$ cat src/video_rx_pkg.sv
// video rx package: word layout, flag encodings, fsm states, crc and register constants
package video_rx_pkg;

   localparam int video_word_w = 140;

   // flags occupy word bits 135:132
   typedef struct packed {
      logic data_en;
      logic short_en;
      logic footer_en;
      logic header_en;
   } app_flags_t;

   localparam app_flags_t flag_short  = 4'b0100;
   localparam app_flags_t flag_header = 4'b0001;
   localparam app_flags_t flag_data   = 4'b1000;
   localparam app_flags_t flag_footer = 4'b0010;
   localparam app_flags_t flag_crc    = 4'b0000;

   typedef struct packed {
      logic [3:0]               spare;
      app_flags_t               flags;
      logic                     short_flag;
      logic [5:0]               data_type;
      logic [15:0]              word_count;
      logic [video_word_w-32:0] pad;
   } app_header_t;

   // line crc word carries its crc in payload[31:0]
   typedef struct packed {
      logic [3:0]   spare;
      app_flags_t   flags;
      logic [3:0]   pad;
      logic [127:0] payload;
   } app_data_t;

   typedef union packed {
      app_header_t hdr;
      app_data_t   dat;
   } app_word_u;

   localparam logic [5:0] csi_frame_start = 6'h00;
   localparam logic [5:0] csi_frame_end   = 6'h01;
   localparam logic [5:0] csi_line_start  = 6'h02;
   localparam logic [5:0] csi_line_end    = 6'h03;

   typedef enum logic [2:0] {
      rx_silent   = 3'd0,
      rx_idle     = 3'd1,
      rx_short    = 3'd2,
      rx_header   = 3'd3,
      rx_data     = 3'd4,
      rx_footer   = 3'd5,
      rx_line_crc = 3'd6,
      rx_line_end = 3'd7
   } rx_state_e;

   // reflected ieee polynomial, init all ones, final inversion
   localparam logic [31:0] crc32_poly = 32'hEDB8_8320;
   localparam logic [31:0] crc32_init = 32'hFFFF_FFFF;

   localparam logic [3:0] reg_ctrl_addr   = 4'h0;
   localparam logic [3:0] reg_errcnt_addr = 4'h4;

endpackage
$ cat src/video_rx_top.sv
// video rx top: word fifo, read controller, line crc checker and register slave
module video_rx_top #(
   parameter int fifo_aw = 4
) (
   input  logic                    fifo_rdclk,
   input  logic                    fifo_rdclk_rst_n,
   input  logic                    wr_en,
   input  video_rx_pkg::app_word_u wdata,
   output logic                    full,
   input  logic                    up_state,
   input  logic [3:0]              pkt_aggr_id,
   input  logic                    pkt_aggr_id_vld,
   input  logic                    s_axi_awvalid,
   input  logic [3:0]              s_axi_awaddr,
   output logic                    s_axi_awready,
   input  logic                    s_axi_wvalid,
   input  logic [31:0]             s_axi_wdata,
   input  logic [3:0]              s_axi_wstrb,
   output logic                    s_axi_wready,
   output logic                    s_axi_bvalid,
   output logic [1:0]              s_axi_bresp,
   input  logic                    s_axi_bready,
   input  logic                    s_axi_arvalid,
   input  logic [3:0]              s_axi_araddr,
   output logic                    s_axi_arready,
   output logic                    s_axi_rvalid,
   output logic [31:0]             s_axi_rdata,
   output logic [1:0]              s_axi_rresp,
   input  logic                    s_axi_rready,
   output video_rx_pkg::app_word_u video_data,
   output logic                    video_data_vld,
   output logic                    line_end,
   output logic                    ack,
   output logic [3:0]              ack_vld_aggregator,
   output logic                    sram_lcrc_err
);
   import video_rx_pkg::*;

   app_word_u video_data_fifo_rdata;
   logic      video_data_fifo_empty;
   logic      video_data_fifo_rd;
   rx_state_e current_state;
   logic      video_crc_err;
   logic      crc_gen_dis;
   logic      lcrc_err_oen;
   logic      empty_depend_mux;

   video_word_fifo #(
      .fifo_aw (fifo_aw)
   ) u_fifo (
      .fifo_rdclk,
      .fifo_rdclk_rst_n,
      .wr_en,
      .wdata,
      .rd    (video_data_fifo_rd),
      .rdata (video_data_fifo_rdata),
      .empty (video_data_fifo_empty),
      .full
   );

   video_fifo_rd_ctrl u_rd_ctrl (
      .fifo_rdclk,
      .fifo_rdclk_rst_n,
      .up_state,
      .video_data_fifo_empty,
      .video_data_fifo_rdata,
      .empty_depend_mux,
      .pkt_aggr_id,
      .pkt_aggr_id_vld,
      .crc_gen_dis,
      .lcrc_err_oen,
      .video_crc_err,
      .ack,
      .line_end,
      .video_data_fifo_rd,
      .video_data,
      .video_data_vld,
      .current_state,
      .ack_vld_aggregator,
      .sram_lcrc_err
   );

   line_crc_chk u_crc_chk (
      .fifo_rdclk,
      .fifo_rdclk_rst_n,
      .video_data_vld,
      .video_data,
      .current_state,
      .video_crc_err
   );

   video_rx_regs u_regs (
      .fifo_rdclk,
      .fifo_rdclk_rst_n,
      .awvalid          (s_axi_awvalid),
      .awaddr           (s_axi_awaddr),
      .wvalid           (s_axi_wvalid),
      .wdata            (s_axi_wdata),
      .wstrb            (s_axi_wstrb),
      .bready           (s_axi_bready),
      .arvalid          (s_axi_arvalid),
      .araddr           (s_axi_araddr),
      .rready           (s_axi_rready),
      .video_crc_err,
      .awready          (s_axi_awready),
      .wready           (s_axi_wready),
      .bvalid           (s_axi_bvalid),
      .bresp            (s_axi_bresp),
      .arready          (s_axi_arready),
      .rvalid           (s_axi_rvalid),
      .rdata            (s_axi_rdata),
      .rresp            (s_axi_rresp),
      .crc_gen_dis,
      .lcrc_err_oen,
      .empty_depend_mux
   );

endmodule

$ cat src/video_rx_regs.sv
// video rx registers: axi4-lite slave for control bits and the line crc error count
module video_rx_regs (
   input  logic        fifo_rdclk,
   input  logic        fifo_rdclk_rst_n,
   input  logic        awvalid,
   input  logic [3:0]  awaddr,
   input  logic        wvalid,
   input  logic [31:0] wdata,
   input  logic [3:0]  wstrb,
   input  logic        bready,
   input  logic        arvalid,
   input  logic [3:0]  araddr,
   input  logic        rready,
   input  logic        video_crc_err,
   output logic        awready,
   output logic        wready,
   output logic        bvalid,
   output logic [1:0]  bresp,
   output logic        arready,
   output logic        rvalid,
   output logic [31:0] rdata,
   output logic [1:0]  rresp,
   output logic        crc_gen_dis,
   output logic        lcrc_err_oen,
   output logic        empty_depend_mux
);
   import video_rx_pkg::*;

   logic        wr_hs;
   logic        wr_acc;
   logic        rd_hs;
   logic [2:0]  ctrl_q;
   logic [15:0] err_cnt;

   // address and data taken together
   assign wr_hs  = awvalid && wvalid && !awready && !bvalid;
   assign wr_acc = awready && awvalid && wvalid;
   assign rd_hs  = arvalid && !arready && !rvalid;

   always_ff @(posedge fifo_rdclk or negedge fifo_rdclk_rst_n) begin
      if (!fifo_rdclk_rst_n) begin
         awready <= 1'b0;
         wready  <= 1'b0;
         bvalid  <= 1'b0;
         arready <= 1'b0;
         rvalid  <= 1'b0;
         ctrl_q  <= 3'b000;
         err_cnt <= 16'd0;
      end else begin
         awready <= wr_hs;
         wready  <= wr_hs;
         arready <= rd_hs;
         if (wr_acc) begin
            bvalid <= 1'b1;
         end else if (bready) begin
            bvalid <= 1'b0;
         end
         if (arready) begin
            rvalid <= 1'b1;
         end else if (rready) begin
            rvalid <= 1'b0;
         end
         if (wr_acc && (awaddr == reg_ctrl_addr) && wstrb[0]) begin
            ctrl_q <= wdata[2:0];
         end
         // any write clears, saturates otherwise
         if (wr_acc && (awaddr == reg_errcnt_addr)) begin
            err_cnt <= 16'd0;
         end else if (video_crc_err && (err_cnt != 16'hFFFF)) begin
            err_cnt <= err_cnt + 16'd1;
         end
      end
   end

   always_ff @(posedge fifo_rdclk) begin
      if (rd_hs) begin
         case (araddr)
            reg_ctrl_addr:   rdata <= {29'd0, ctrl_q};
            reg_errcnt_addr: rdata <= {16'd0, err_cnt};
            default:         rdata <= 32'd0;
         endcase
      end
   end

   assign bresp = 2'b00;
   assign rresp = 2'b00;

   assign crc_gen_dis      = ctrl_q[0];
   assign lcrc_err_oen     = ctrl_q[1];
   assign empty_depend_mux = ctrl_q[2];

endmodule

$ cat src/line_crc_chk.sv
// line crc checker: crc-32 over forwarded payload beats, checked against the line crc word
module line_crc_chk (
   input  logic                    fifo_rdclk,
   input  logic                    fifo_rdclk_rst_n,
   input  logic                    video_data_vld,
   input  video_rx_pkg::app_word_u video_data,
   input  video_rx_pkg::rx_state_e current_state,
   output logic                    video_crc_err
);
   import video_rx_pkg::*;

   logic [31:0] crc_acc;
   logic        crc_word;

   // bitwise reflected crc, low byte first, lsb first within a byte
   function automatic logic [31:0] crc32_fold(input logic [31:0] crc_in,
                                              input logic [127:0] beat);
      logic [31:0] c;
      c = crc_in;
      for (int i = 0; i < 128; i++) begin
         if (c[0] ^ beat[i]) begin
            c = (c >> 1) ^ crc32_poly;
         end else begin
            c = c >> 1;
         end
      end
      return c;
   endfunction

   assign crc_word = video_data_vld && (current_state == rx_line_crc);

   always_ff @(posedge fifo_rdclk or negedge fifo_rdclk_rst_n) begin
      if (!fifo_rdclk_rst_n) begin
         crc_acc       <= crc32_init;
         video_crc_err <= 1'b0;
      end else begin
         if (video_data_vld && (video_data.hdr.flags == flag_header)) begin
            crc_acc <= crc32_init;
         end else if (video_data_vld && (video_data.dat.flags == flag_data)) begin
            crc_acc <= crc32_fold(crc_acc, video_data.dat.payload);
         end
         // final value is the inverted accumulator
         video_crc_err <= crc_word && (video_data.dat.payload[31:0] != ~crc_acc);
      end
   end

   // controller enters line_crc only on a crc word
   a_crc_word_flags : assert property (@(posedge fifo_rdclk) disable iff (!fifo_rdclk_rst_n)
      crc_word |-> (video_data.dat.flags == flag_crc))
      else $error("word checked as line crc carries packet flags");

endmodule

$ cat src/video_fifo_rd_ctrl.sv
// video fifo read controller: packet fsm, fifo pop, junk drop, video output and ack
module video_fifo_rd_ctrl (
   input  logic                    fifo_rdclk,
   input  logic                    fifo_rdclk_rst_n,
   input  logic                    up_state,
   input  logic                    video_data_fifo_empty,
   input  video_rx_pkg::app_word_u video_data_fifo_rdata,
   input  logic                    empty_depend_mux,
   input  logic [3:0]              pkt_aggr_id,
   input  logic                    pkt_aggr_id_vld,
   input  logic                    crc_gen_dis,
   input  logic                    lcrc_err_oen,
   input  logic                    video_crc_err,
   output logic                    ack,
   output logic                    line_end,
   output logic                    video_data_fifo_rd,
   output video_rx_pkg::app_word_u video_data,
   output logic                    video_data_vld,
   output video_rx_pkg::rx_state_e current_state,
   output logic [3:0]              ack_vld_aggregator,
   output logic                    sram_lcrc_err
);
   import video_rx_pkg::*;

   rx_state_e next_state;
   logic      empty;
   logic      is_short;
   logic      is_header;
   logic      is_footer;
   logic      is_payload;
   logic      is_crc;
   logic      junk_rd;
   logic      fwd_rd;

   assign empty = video_data_fifo_empty;

   // short packets limited to frame and line start/end
   assign is_short   = (video_data_fifo_rdata.hdr.flags == flag_short) &&
                       (video_data_fifo_rdata.hdr.data_type inside
                        {csi_frame_start, csi_frame_end, csi_line_start, csi_line_end});
   assign is_header  = (video_data_fifo_rdata.hdr.flags == flag_header);
   assign is_footer  = (video_data_fifo_rdata.dat.flags == flag_footer);
   assign is_payload = (video_data_fifo_rdata.dat.flags == flag_data);
   assign is_crc     = (video_data_fifo_rdata.dat.flags == flag_crc);

   always_ff @(posedge fifo_rdclk or negedge fifo_rdclk_rst_n) begin
      if (!fifo_rdclk_rst_n) begin
         current_state <= rx_silent;
      end else begin
         current_state <= next_state;
      end
   end

   always_comb begin
      next_state = current_state;
      case (current_state)
         rx_silent: begin
            if (up_state) begin
               next_state = rx_idle;
            end
         end
         rx_idle: begin
            if (!empty && is_short) begin
               next_state = rx_short;
            end else if (!empty && is_header) begin
               next_state = rx_header;
            end
         end
         rx_short: begin
            next_state = empty_depend_mux ? rx_line_end : rx_idle;
         end
         rx_header, rx_data: begin
            if (empty) begin
               next_state = rx_data;
            end else if (is_footer) begin
               next_state = rx_footer;
            end else if (is_payload) begin
               next_state = rx_data;
            end else begin
               next_state = rx_idle;
            end
         end
         rx_footer: begin
            if (crc_gen_dis) begin
               next_state = rx_line_end;
            end else if (!empty) begin
               next_state = is_crc ? rx_line_crc : rx_idle;
            end
         end
         rx_line_crc: next_state = rx_line_end;
         rx_line_end: next_state = rx_silent;
         default:     next_state = rx_silent;
      endcase
   end

   // anything in idle that does not open a packet is dropped
   assign junk_rd = (current_state == rx_idle) && !empty && !is_short && !is_header;
   assign fwd_rd  = !empty &&
                    (next_state inside {rx_short, rx_header, rx_data, rx_footer, rx_line_crc});
   assign video_data_fifo_rd = fwd_rd || junk_rd;

   always_ff @(posedge fifo_rdclk or negedge fifo_rdclk_rst_n) begin
      if (!fifo_rdclk_rst_n) begin
         video_data_vld <= 1'b0;
         ack            <= 1'b0;
      end else begin
         video_data_vld <= fwd_rd;
         ack            <= (current_state == rx_silent) && up_state;
      end
   end

   always_ff @(posedge fifo_rdclk) begin
      if (fwd_rd) begin
         video_data <= video_data_fifo_rdata;
      end
   end

   assign line_end      = (current_state == rx_line_end);
   assign sram_lcrc_err = lcrc_err_oen && video_crc_err;

   // steer ack to one of four aggregators
   always_comb begin
      ack_vld_aggregator = 4'b0000;
      if (ack && pkt_aggr_id_vld && (pkt_aggr_id < 4'd4)) begin
         ack_vld_aggregator[pkt_aggr_id[1:0]] = 1'b1;
      end
   end

   // head word must hold while it waits to be popped
   a_head_stable : assert property (@(posedge fifo_rdclk) disable iff (!fifo_rdclk_rst_n)
      !video_data_fifo_empty && !video_data_fifo_rd |=> $stable(video_data_fifo_rdata))
      else $error("fifo head word changed without a pop");

endmodule

$ cat src/video_word_fifo.sv
// video word fifo: single-clock first-word-fall-through buffer for video words
module video_word_fifo #(
   parameter int fifo_aw = 4
) (
   input  logic                    fifo_rdclk,
   input  logic                    fifo_rdclk_rst_n,
   input  logic                    wr_en,
   input  video_rx_pkg::app_word_u wdata,
   input  logic                    rd,
   output video_rx_pkg::app_word_u rdata,
   output logic                    empty,
   output logic                    full
);
   import video_rx_pkg::*;

   localparam int depth = 1 << fifo_aw;

   app_word_u        mem [depth];
   logic [fifo_aw:0] wr_ptr;
   logic [fifo_aw:0] rd_ptr;

   // extra msb tells full from empty
   assign empty = (wr_ptr == rd_ptr);
   assign full  = (wr_ptr[fifo_aw] != rd_ptr[fifo_aw]) &&
                  (wr_ptr[fifo_aw-1:0] == rd_ptr[fifo_aw-1:0]);

   // head word shown without a read
   assign rdata = mem[rd_ptr[fifo_aw-1:0]];

   always_ff @(posedge fifo_rdclk) begin
      if (wr_en && !full) begin
         mem[wr_ptr[fifo_aw-1:0]] <= wdata;
      end
   end

   always_ff @(posedge fifo_rdclk or negedge fifo_rdclk_rst_n) begin
      if (!fifo_rdclk_rst_n) begin
         wr_ptr <= '0;
         rd_ptr <= '0;
      end else begin
         if (wr_en && !full) begin
            wr_ptr <= wr_ptr + 1'b1;
         end
         if (rd && !empty) begin
            rd_ptr <= rd_ptr + 1'b1;
         end
      end
   end

   a_no_overflow : assert property (@(posedge fifo_rdclk) disable iff (!fifo_rdclk_rst_n)
      wr_en |-> !full) else $error("video fifo written while full");

   a_no_underflow : assert property (@(posedge fifo_rdclk) disable iff (!fifo_rdclk_rst_n)
      rd |-> !empty) else $error("video fifo read while empty");

endmodule

$ cat config.mk
export PLATFORM = sky130hd
export DESIGN_NAME = video_rx_top
export DESIGN_NICKNAME = d
export VERILOG_FILES = /design/src/video_rx_pkg.sv /design/src/video_rx_top.sv /design/src/video_rx_regs.sv /design/src/line_crc_chk.sv /design/src/video_fifo_rd_ctrl.sv /design/src/video_word_fifo.sv
export SDC_FILE = /design/constraint.sdc
export NUM_CORES = 2
export LEC_CHECK = 0
export BUFFER_PORTS_ARGS = -buffer_cell sky130_fd_sc_hd__buf_2
export CORE_MARGIN = 4
export CORE_UTILIZATION = 39
export DETAILED_ROUTE_END_ITERATION = 6
export GPL_TIMING_DRIVEN = 0
export PLACE_DENSITY = 0.6
export SYNTH_ARGS = -nofsm -noshare
export SYNTH_HDL_FRONTEND = slang
export SYNTH_SLANG_ARGS = --single-unit
$ cat constraint.sdc
create_clock -name fifo_rdclk -period 19.6 [get_ports fifo_rdclk]
set_clock_uncertainty 0.15 [all_clocks]
set_input_delay 0.98 -clock fifo_rdclk [delete_from_list [all_inputs] [get_ports fifo_rdclk]]
set_output_delay 0.98 -clock fifo_rdclk [all_outputs]
set_load 0.02 [all_outputs]
# Yosys cells after proc, flatten, opt, wreduce, memory -nomap -nowiden
# Memories as Yosys holds them, arrays and structs flattened.
# Index checks and enable logic that the tools add are counted.
dict set report word_totals {
  ram_bits 2240
  register_bits 243
  out_inout_bits 190
  inputBits 198
  n_memories 1
}
dict set report classes {
  bitwise 257
  mux 407
  n_reduce_logical 51
  magnitude_cmp 3
  n_eq_ne 28
  n_addsub 3
}
# memory words word_bits rd rd_clocked_by_memory_dff write_ports line_no
set memory_table {}
lappend memory_table {u_fifo.mem 16 140 1 0 1 video_word_fifo.sv:18} ;# app_word_u mem [depth];
# op n
set ops {}
lappend ops {{32-bit 2-to-1 mux} 384}
lappend ops {{13-bit inverter with 14-bit output} 128}
lappend ops {{1-bit bitwise XOR} 128}
lappend ops {{16-bit 2-to-1 mux} 2}
lappend ops {{32-bit inequality test} 1}
lappend ops {{32-bit inverter} 1}
lappend ops {{16-bit one-hot mux with 2 select lines} 1}
lappend ops {{1-bit logical AND} 30}
lappend ops {{3-bit 2-to-1 mux} 10}
lappend ops {{3-bit == test (second input constant)} 7}
lappend ops {{3-bit one-hot mux with 7 select lines} 1}
lappend ops {{16-bit by 1-bit adder with 16-bit output (second input constant)} 1}
lappend ops {{16-bit inequality test (second input constant)} 1}
lappend ops {{3-bit by 2-bit == test with 1-bit output (second input constant)} 4}
lappend ops {{4-bit by 3-bit == test with 1-bit output (second input constant)} 3}
lappend ops {{6-bit by 2-bit == test with 1-bit output (second input constant)} 2}
lappend ops {{4-bit zero test} 3}
lappend ops {{5-bit by 1-bit adder with 5-bit output (second input constant)} 2}
lappend ops {{4-bit by 1-bit == test with 1-bit output (second input constant)} 2}
lappend ops {{4-bit == test (second input constant)} 2}
lappend ops {{1-bit zero test} 8}
lappend ops {{2-bit nonzero test} 4}
lappend ops {{1-bit 2-to-1 mux} 7}
lappend ops {{6-bit by 1-bit == test with 1-bit output (second input constant)} 1}
lappend ops {{16 further kinds} 16}

# Longest topological paths before layout
dict set report logic_depth {
  ltp_word 512
  ltp_mapped 31
}

# Cells and area by module
# From an unflattened synthesis, not the netlist that was laid out.
dict set report unflattened {
  cells_unflattened 5397
  hier_area_um2 109318.6
}
# mod area_per_inst_um2 seq_area_each_um2 n_inst cells_each
set modules_own_cells {}
lappend modules_own_cells {video_word_fifo 85868.6 67514.8 1 3800}
lappend modules_own_cells {line_crc_chk 16813.6 865.8 1 1219}
lappend modules_own_cells {video_fifo_rd_ctrl 4668.2 4329.2 1 202}
lappend modules_own_cells {video_rx_regs 1968.1 1056.0 1 176}

# Worst setup path after synthesis
# Ideal clock, no wire load.
dict set report synth_timing {
  path_type {flip-flop to flip-flop}
  startpoint {register u_fifo.rd_ptr[0]}
  endpoint {memory u_fifo.mem[3][0] (netlist name), enable pin}
  slack_ns 6.951
  period_less_slack_ns 12.649
  n_path_buf 4
  t_required_ns 18.640
  stages_incl_launch_ff 11
  arrival_time_ns 11.688
  path_cell_list {dfrtp_1 -> clkbuf_1 -> clkbuf_1 -> clkbuf_1 -> xor2_1 -> nor4_1 -> nand2_1 -> and2_1 -> clkbuf_1 -> nand2_1 -> nor3_1}
}
dict set report synth_via {
  elab_chain_len 6
}
# item line_no
set synth_lines {}
lappend synth_lines {{start: declaration} video_word_fifo.sv:20} ;# logic [fifo_aw:0] rd_ptr;
lappend synth_lines {{start signal: assignment} video_word_fifo.sv:45} ;# rd_ptr <= rd_ptr + 1'b1;
lappend synth_lines {{4-bit == test} video_word_fifo.sv:25} ;# (wr_ptr[fifo_aw-1:0] == rd_ptr[fifo_aw-1:0]);
lappend synth_lines {{1-bit logical AND} video_word_fifo.sv:24} ;# assign full = (wr_ptr[fifo_aw] != rd_ptr[fifo_aw]) &&
lappend synth_lines {{1-bit zero test} video_word_fifo.sv:31} ;# if (wr_en && !full) begin
lappend synth_lines {{1-bit logical AND} video_word_fifo.sv:31}
lappend synth_lines {{1-bit 2-to-1 mux} video_word_fifo.sv:31}
lappend synth_lines {{1-bit 2-to-1 mux (not written as such)} video_word_fifo.sv:32} ;# mem[wr_ptr[fifo_aw-1:0]] <= wdata;
lappend synth_lines {{end: declaration} video_word_fifo.sv:18}
# Every way passes these cells.

==> results summary <==
The run finished, with violations left. The checks that failed: capacitance limit, slew limit. Of all flip-flops after synthesis, the portion carrying an async set or reset was 0.0288. The horizontal extent of the die came out at 534 um. Counting flops and latches in the post-synthesis netlist gives 2467. The clock-pin slew reported for the worst setup and hold paths after clock tree synthesis came out at 0.06 ns. The chip height came out at 534 um. Counting instances in the post-synthesis netlist gives the leading cell types as 2396 x sky130_fd_sc_hd__edfxtp_1, 700 x sky130_fd_sc_hd__mux4_2, 418 x sky130_fd_sc_hd__xnor2_1, 332 x sky130_fd_sc_hd__xnor3_1, 160 x sky130_fd_sc_hd__xor2_1. The worst register-to-register path has a setup slack of 6.40 ns.

The maximum number of pins on one net before global-route repair is 40. Prior to clock tree synthesis, the placed netlist has a worst setup slack of 6.58 ns. The total global-route track usage came out at 0.200. The layout cell share with drive strength beyond 1 is 0.319. By area, the combinational part of the netlist is dominated by XOR/XNOR gates. The dominant cell by count in the synthesized netlist is sky130_fd_sc_hd__edfxtp_1.

The number of placed I/O pins is 388. Of the total synthesized cell area, the portion taken by XOR and XNOR cells is 0.150. The startpoint identified for the worst register-to-register timing path is u_rd_ctrl.video_data[9]. The count of unresolved DRC violations after routing came out at 0. The highest attainable clock frequency is 0.0758 GHz. Measured against its own limit, the worst slew margin works out to -0.00349. The buffer type at the clock tree root is sky130_fd_sc_hd__clkbuf_16. The synthesized area per cell is 22.9 sq um.

At the end of the flow the core is filled with cells to 0.459. The buffers inserted during post-CTS setup optimization is 0. After routing the design area is 0.126 sq mm.

The detailed router finished its first iteration with 5805 violations. TritonCTS built the clock tree. The post-detailed-route count of antenna-violating nets is 0. The worst register-to-register path ends at u_crc_chk.crc_acc[13]. The synthesized netlist contains 50 unique library cells. Once placement finished, the instance area stood at 0.118 sq mm. The minimum period implied by the final worst setup slack came out at 13.20 ns. The number of global-route vias before repair came to 52900. Yosys printed 0 warnings. For this run, the post-layout net count is 5710. Setup repair after global routing left no endpoint under its margin. The class of the worst hold path is input pin to flip-flop.

The sequential element share of the synthesized area is 0.683. The wire length of the first global-routing pass is 405000 um. The multi-input logic area is 0.0336 sq mm. The post-cts gate resize count is 0. The number of flops mapped to enable cells by yosys is 2396. Detailed routing inserted a total of 51300 vias. The clock latency at the later pin of the worst-skew pair came out at 0.92 ns. The first-pass iteration count of the detailed router came out at 5.

The max capacitance violation total came out at 2. In this run the cell area of the synthesized design comes to 0.108 sq mm. The count of pins over their slew limit came out at 10. The number of fillers in the final layout came out at 22800.

STA classifies the critical path startpoint as a flip-flop. The share of the synthesized area in compound gates (AO/OA/AOI/OAI) was 0.00361. Data on the critical path arrives at its endpoint at 13.87 ns.

The worst hold path was traced through 2 stages. Of the total synthesized cell area, the portion taken by full adders, half adders and majority gates is 0.000811. The die covers 0.285 sq mm.

The clock sink count is 2467. The core box area is 0.275 sq mm. sky130_fd_sc_hd__edfxtp_1 takes more of the synthesized area than any other cell. The CTS H-tree depth is 4.

The number of cell instances on the worst register-to-register path came out at 24. For this run, the leading register cell type out of synthesis is sky130_fd_sc_hd__edfxtp_1. Ranked by total cell area, the synthesized netlist is headed by sky130_fd_sc_hd__edfxtp_1 67%, sky130_fd_sc_hd__mux4_2 15%, sky130_fd_sc_hd__xnor3_1 6.9%. The initial antenna violation count was 86. Dividing the final minimum period by the clock period gives 0.673. Using the TritonRoute via totals, the vias-per-cell ratio works out to 5.44.

The final routed wire length divided by cell count came out at 30.7 um. After clock tree synthesis, the flow added hold-fix buffers numbering 0. The critical-path maximum fanout is 7. The combined flip-flop and latch cell area is 0.0738 sq mm. The minimum setup slack in the final design came out at 6.40 ns.

The synthesized-area fraction occupied by and/or/nand/nor cells is 0.00770. The final global-route overflow total came out at 0. The placer congestion estimate is 0.864. The path with the worst hold slack has its endpoint at u_regs.bvalid. The multiplexer share of the synthesized area came out at 0.147.

Detailed placement finished with a half-perimeter wire length of 202000 um. Synthesis produced 4708 cells. The CTS buffer count came out at 241. The total wire length came out at 289000 um. The number of buffers between clock root and the deepest sink came out at 3. The worst setup path category is flip-flop to flip-flop. The required time at the endpoint of the critical path came out at 20.27 ns. The measured slew at the worst slew-check pin is 1.51 ns. The endpoint type of the worst setup path is a flip-flop. The fraction of post-synthesis cell area in the top cell type by area is 0.666. For this configuration, the core starts out at a cell density of 0.393. The number of hold violations in the final report came out at 0. The count of port buffers added during placement is 335.

The final setup violation count came out at 0. The worst hold path begins at s_axi_bready. The site row count is 192. The area growth from synthesis to layout is 16.8%.
## stage by stage
| step | setup TNS [ns] | std cells | hold slack, ns |
|---|---|---|---|
| final | 0 | 9436 | 0.155 |
| after global routing | 0 | 9402 | 0.110 |
| after CTS | 0 | 9400 | 0.0821 |
| after detailed placement | 0 | 8948 | 0.300 |
| after global placement | -4645.82 | 8748 | 0.291 |
| after floorplan | 0 | 4727 | 0.311 |
## placed cells by master (no fill, tap or decap), types with 32 or more instances in the layout
cell type	count
sky130_fd_sc_hd__buf_1	53
sky130_fd_sc_hd__buf_12	71
sky130_fd_sc_hd__buf_16	38
sky130_fd_sc_hd__buf_2	340
sky130_fd_sc_hd__buf_4	34
sky130_fd_sc_hd__buf_6	71
sky130_fd_sc_hd__clkbuf_1	150
sky130_fd_sc_hd__clkbuf_16	241
sky130_fd_sc_hd__clkinv_1	51
sky130_fd_sc_hd__clkinv_2	55
sky130_fd_sc_hd__dfrtp_1	39
sky130_fd_sc_hd__dfstp_2	32
sky130_fd_sc_hd__diode_2	36
sky130_fd_sc_hd__edfxtp_1	2396
sky130_fd_sc_hd__mux4_2	700
sky130_fd_sc_hd__nand2_1	33
sky130_fd_sc_hd__nor2_1	50
sky130_fd_sc_hd__xnor2_1	418
sky130_fd_sc_hd__xnor2_2	43
sky130_fd_sc_hd__xnor3_1	332
sky130_fd_sc_hd__xnor3_2	39
sky130_fd_sc_hd__xor2_1	160
sky130_fd_sc_hd__xor3_1	39
## layout make-up
class,count,area share
timing repair buffer,535,0.0411
multi-input combinational,2046,0.266
buffer,202,0.00693
antenna,36,0.000714
clock inverter,168,0.0145
tap,3686,0.0366
clock buffer,284,0.0492
inverter,12,0.000357
sequential,2467,0.585
## sequential cells by signal, indices dropped and copies added (netlist names), 3 cells and up
register and flops:
u_fifo.mem 2240, u_rd_ctrl.video_data 140, u_crc_chk.crc_acc 32, u_regs.err_cnt 16, u_regs.rdata 16, u_fifo.rd_ptr 5
u_fifo.wr_ptr 5, u_rd_ctrl.current_state 3, u_regs.ctrl_q 3
## routing by layer
layer  part of all wire  global-route usage  wire length [um]  vias to the layer above
met5            0.00087                   0               252                        -
met4              0.029              0.0547              8360                       40
met3              0.088              0.0515             25400                      445
met2               0.48               0.321            138000                     2100
met1               0.41               0.273            117000                    27700
li1                   -                   -                 -                    21000
## how the worst max path moves through the flow
stage                                 start  slack (ns)                    end
finish              u_rd_ctrl.video_data[9]        6.40  u_crc_chk.crc_acc[13]
CTS                 u_rd_ctrl.video_data[9]        6.53  u_crc_chk.crc_acc[20]
detailed placement  u_rd_ctrl.video_data[9]        6.58  u_crc_chk.crc_acc[20]
global placement           u_fifo.rd_ptr[0]       -8.38      u_fifo.mem[0][77]
floorplan                  u_fifo.rd_ptr[0]        6.95       u_fifo.mem[3][0]
global route        u_rd_ctrl.video_data[9]        6.14   u_crc_chk.crc_acc[3]
## worst max-delay path, cell delays in order (launching register included)
cell and delay, ns:
sky130_fd_sc_hd__edfxtp_1 0.59, sky130_fd_sc_hd__xnor2_1 0.93, sky130_fd_sc_hd__xnor3_1 0.46, sky130_fd_sc_hd__xnor3_1 0.54, sky130_fd_sc_hd__xnor2_2 0.33, sky130_fd_sc_hd__xnor3_1 0.41, sky130_fd_sc_hd__xnor3_1 0.79, sky130_fd_sc_hd__xnor3_1 0.58
sky130_fd_sc_hd__xnor2_1 0.82, sky130_fd_sc_hd__xor3_1 0.61, sky130_fd_sc_hd__xnor2_2 0.45, sky130_fd_sc_hd__xnor3_1 0.47, sky130_fd_sc_hd__xnor2_2 0.47, sky130_fd_sc_hd__xnor3_1 0.53, sky130_fd_sc_hd__xnor3_2 0.57, sky130_fd_sc_hd__xor2_2 0.38
sky130_fd_sc_hd__xor3_1 0.50, sky130_fd_sc_hd__xnor3_2 0.53, sky130_fd_sc_hd__xnor3_2 0.47, sky130_fd_sc_hd__xnor3_1 0.56, sky130_fd_sc_hd__xnor3_2 0.38, sky130_fd_sc_hd__xor3_2 0.61, sky130_fd_sc_hd__xor2_2 0.28, sky130_fd_sc_hd__xnor3_1 0.50
sky130_fd_sc_hd__a21oi_1 0.17
## logic make-up (layout without fill, tap and decap cells)
| kind of cell | count (synthesis) | count (layout) |
|---|---|---|
| flops | 2467 | 2467 |
| simple gates | 172 | 172 |
| buf+inv | 214 | 1201 |
| other cells | 1 | 56 |
| xor+xnor | 1079 | 1079 |
| compound gates | 61 | 61 |
| fa+ha+maj | 7 | 7 |
| mux | 707 | 707 |
Power is left out: the tool's default activity adds up to more than one toggle a clock period on the data nets, which glitch-free logic cannot reach.
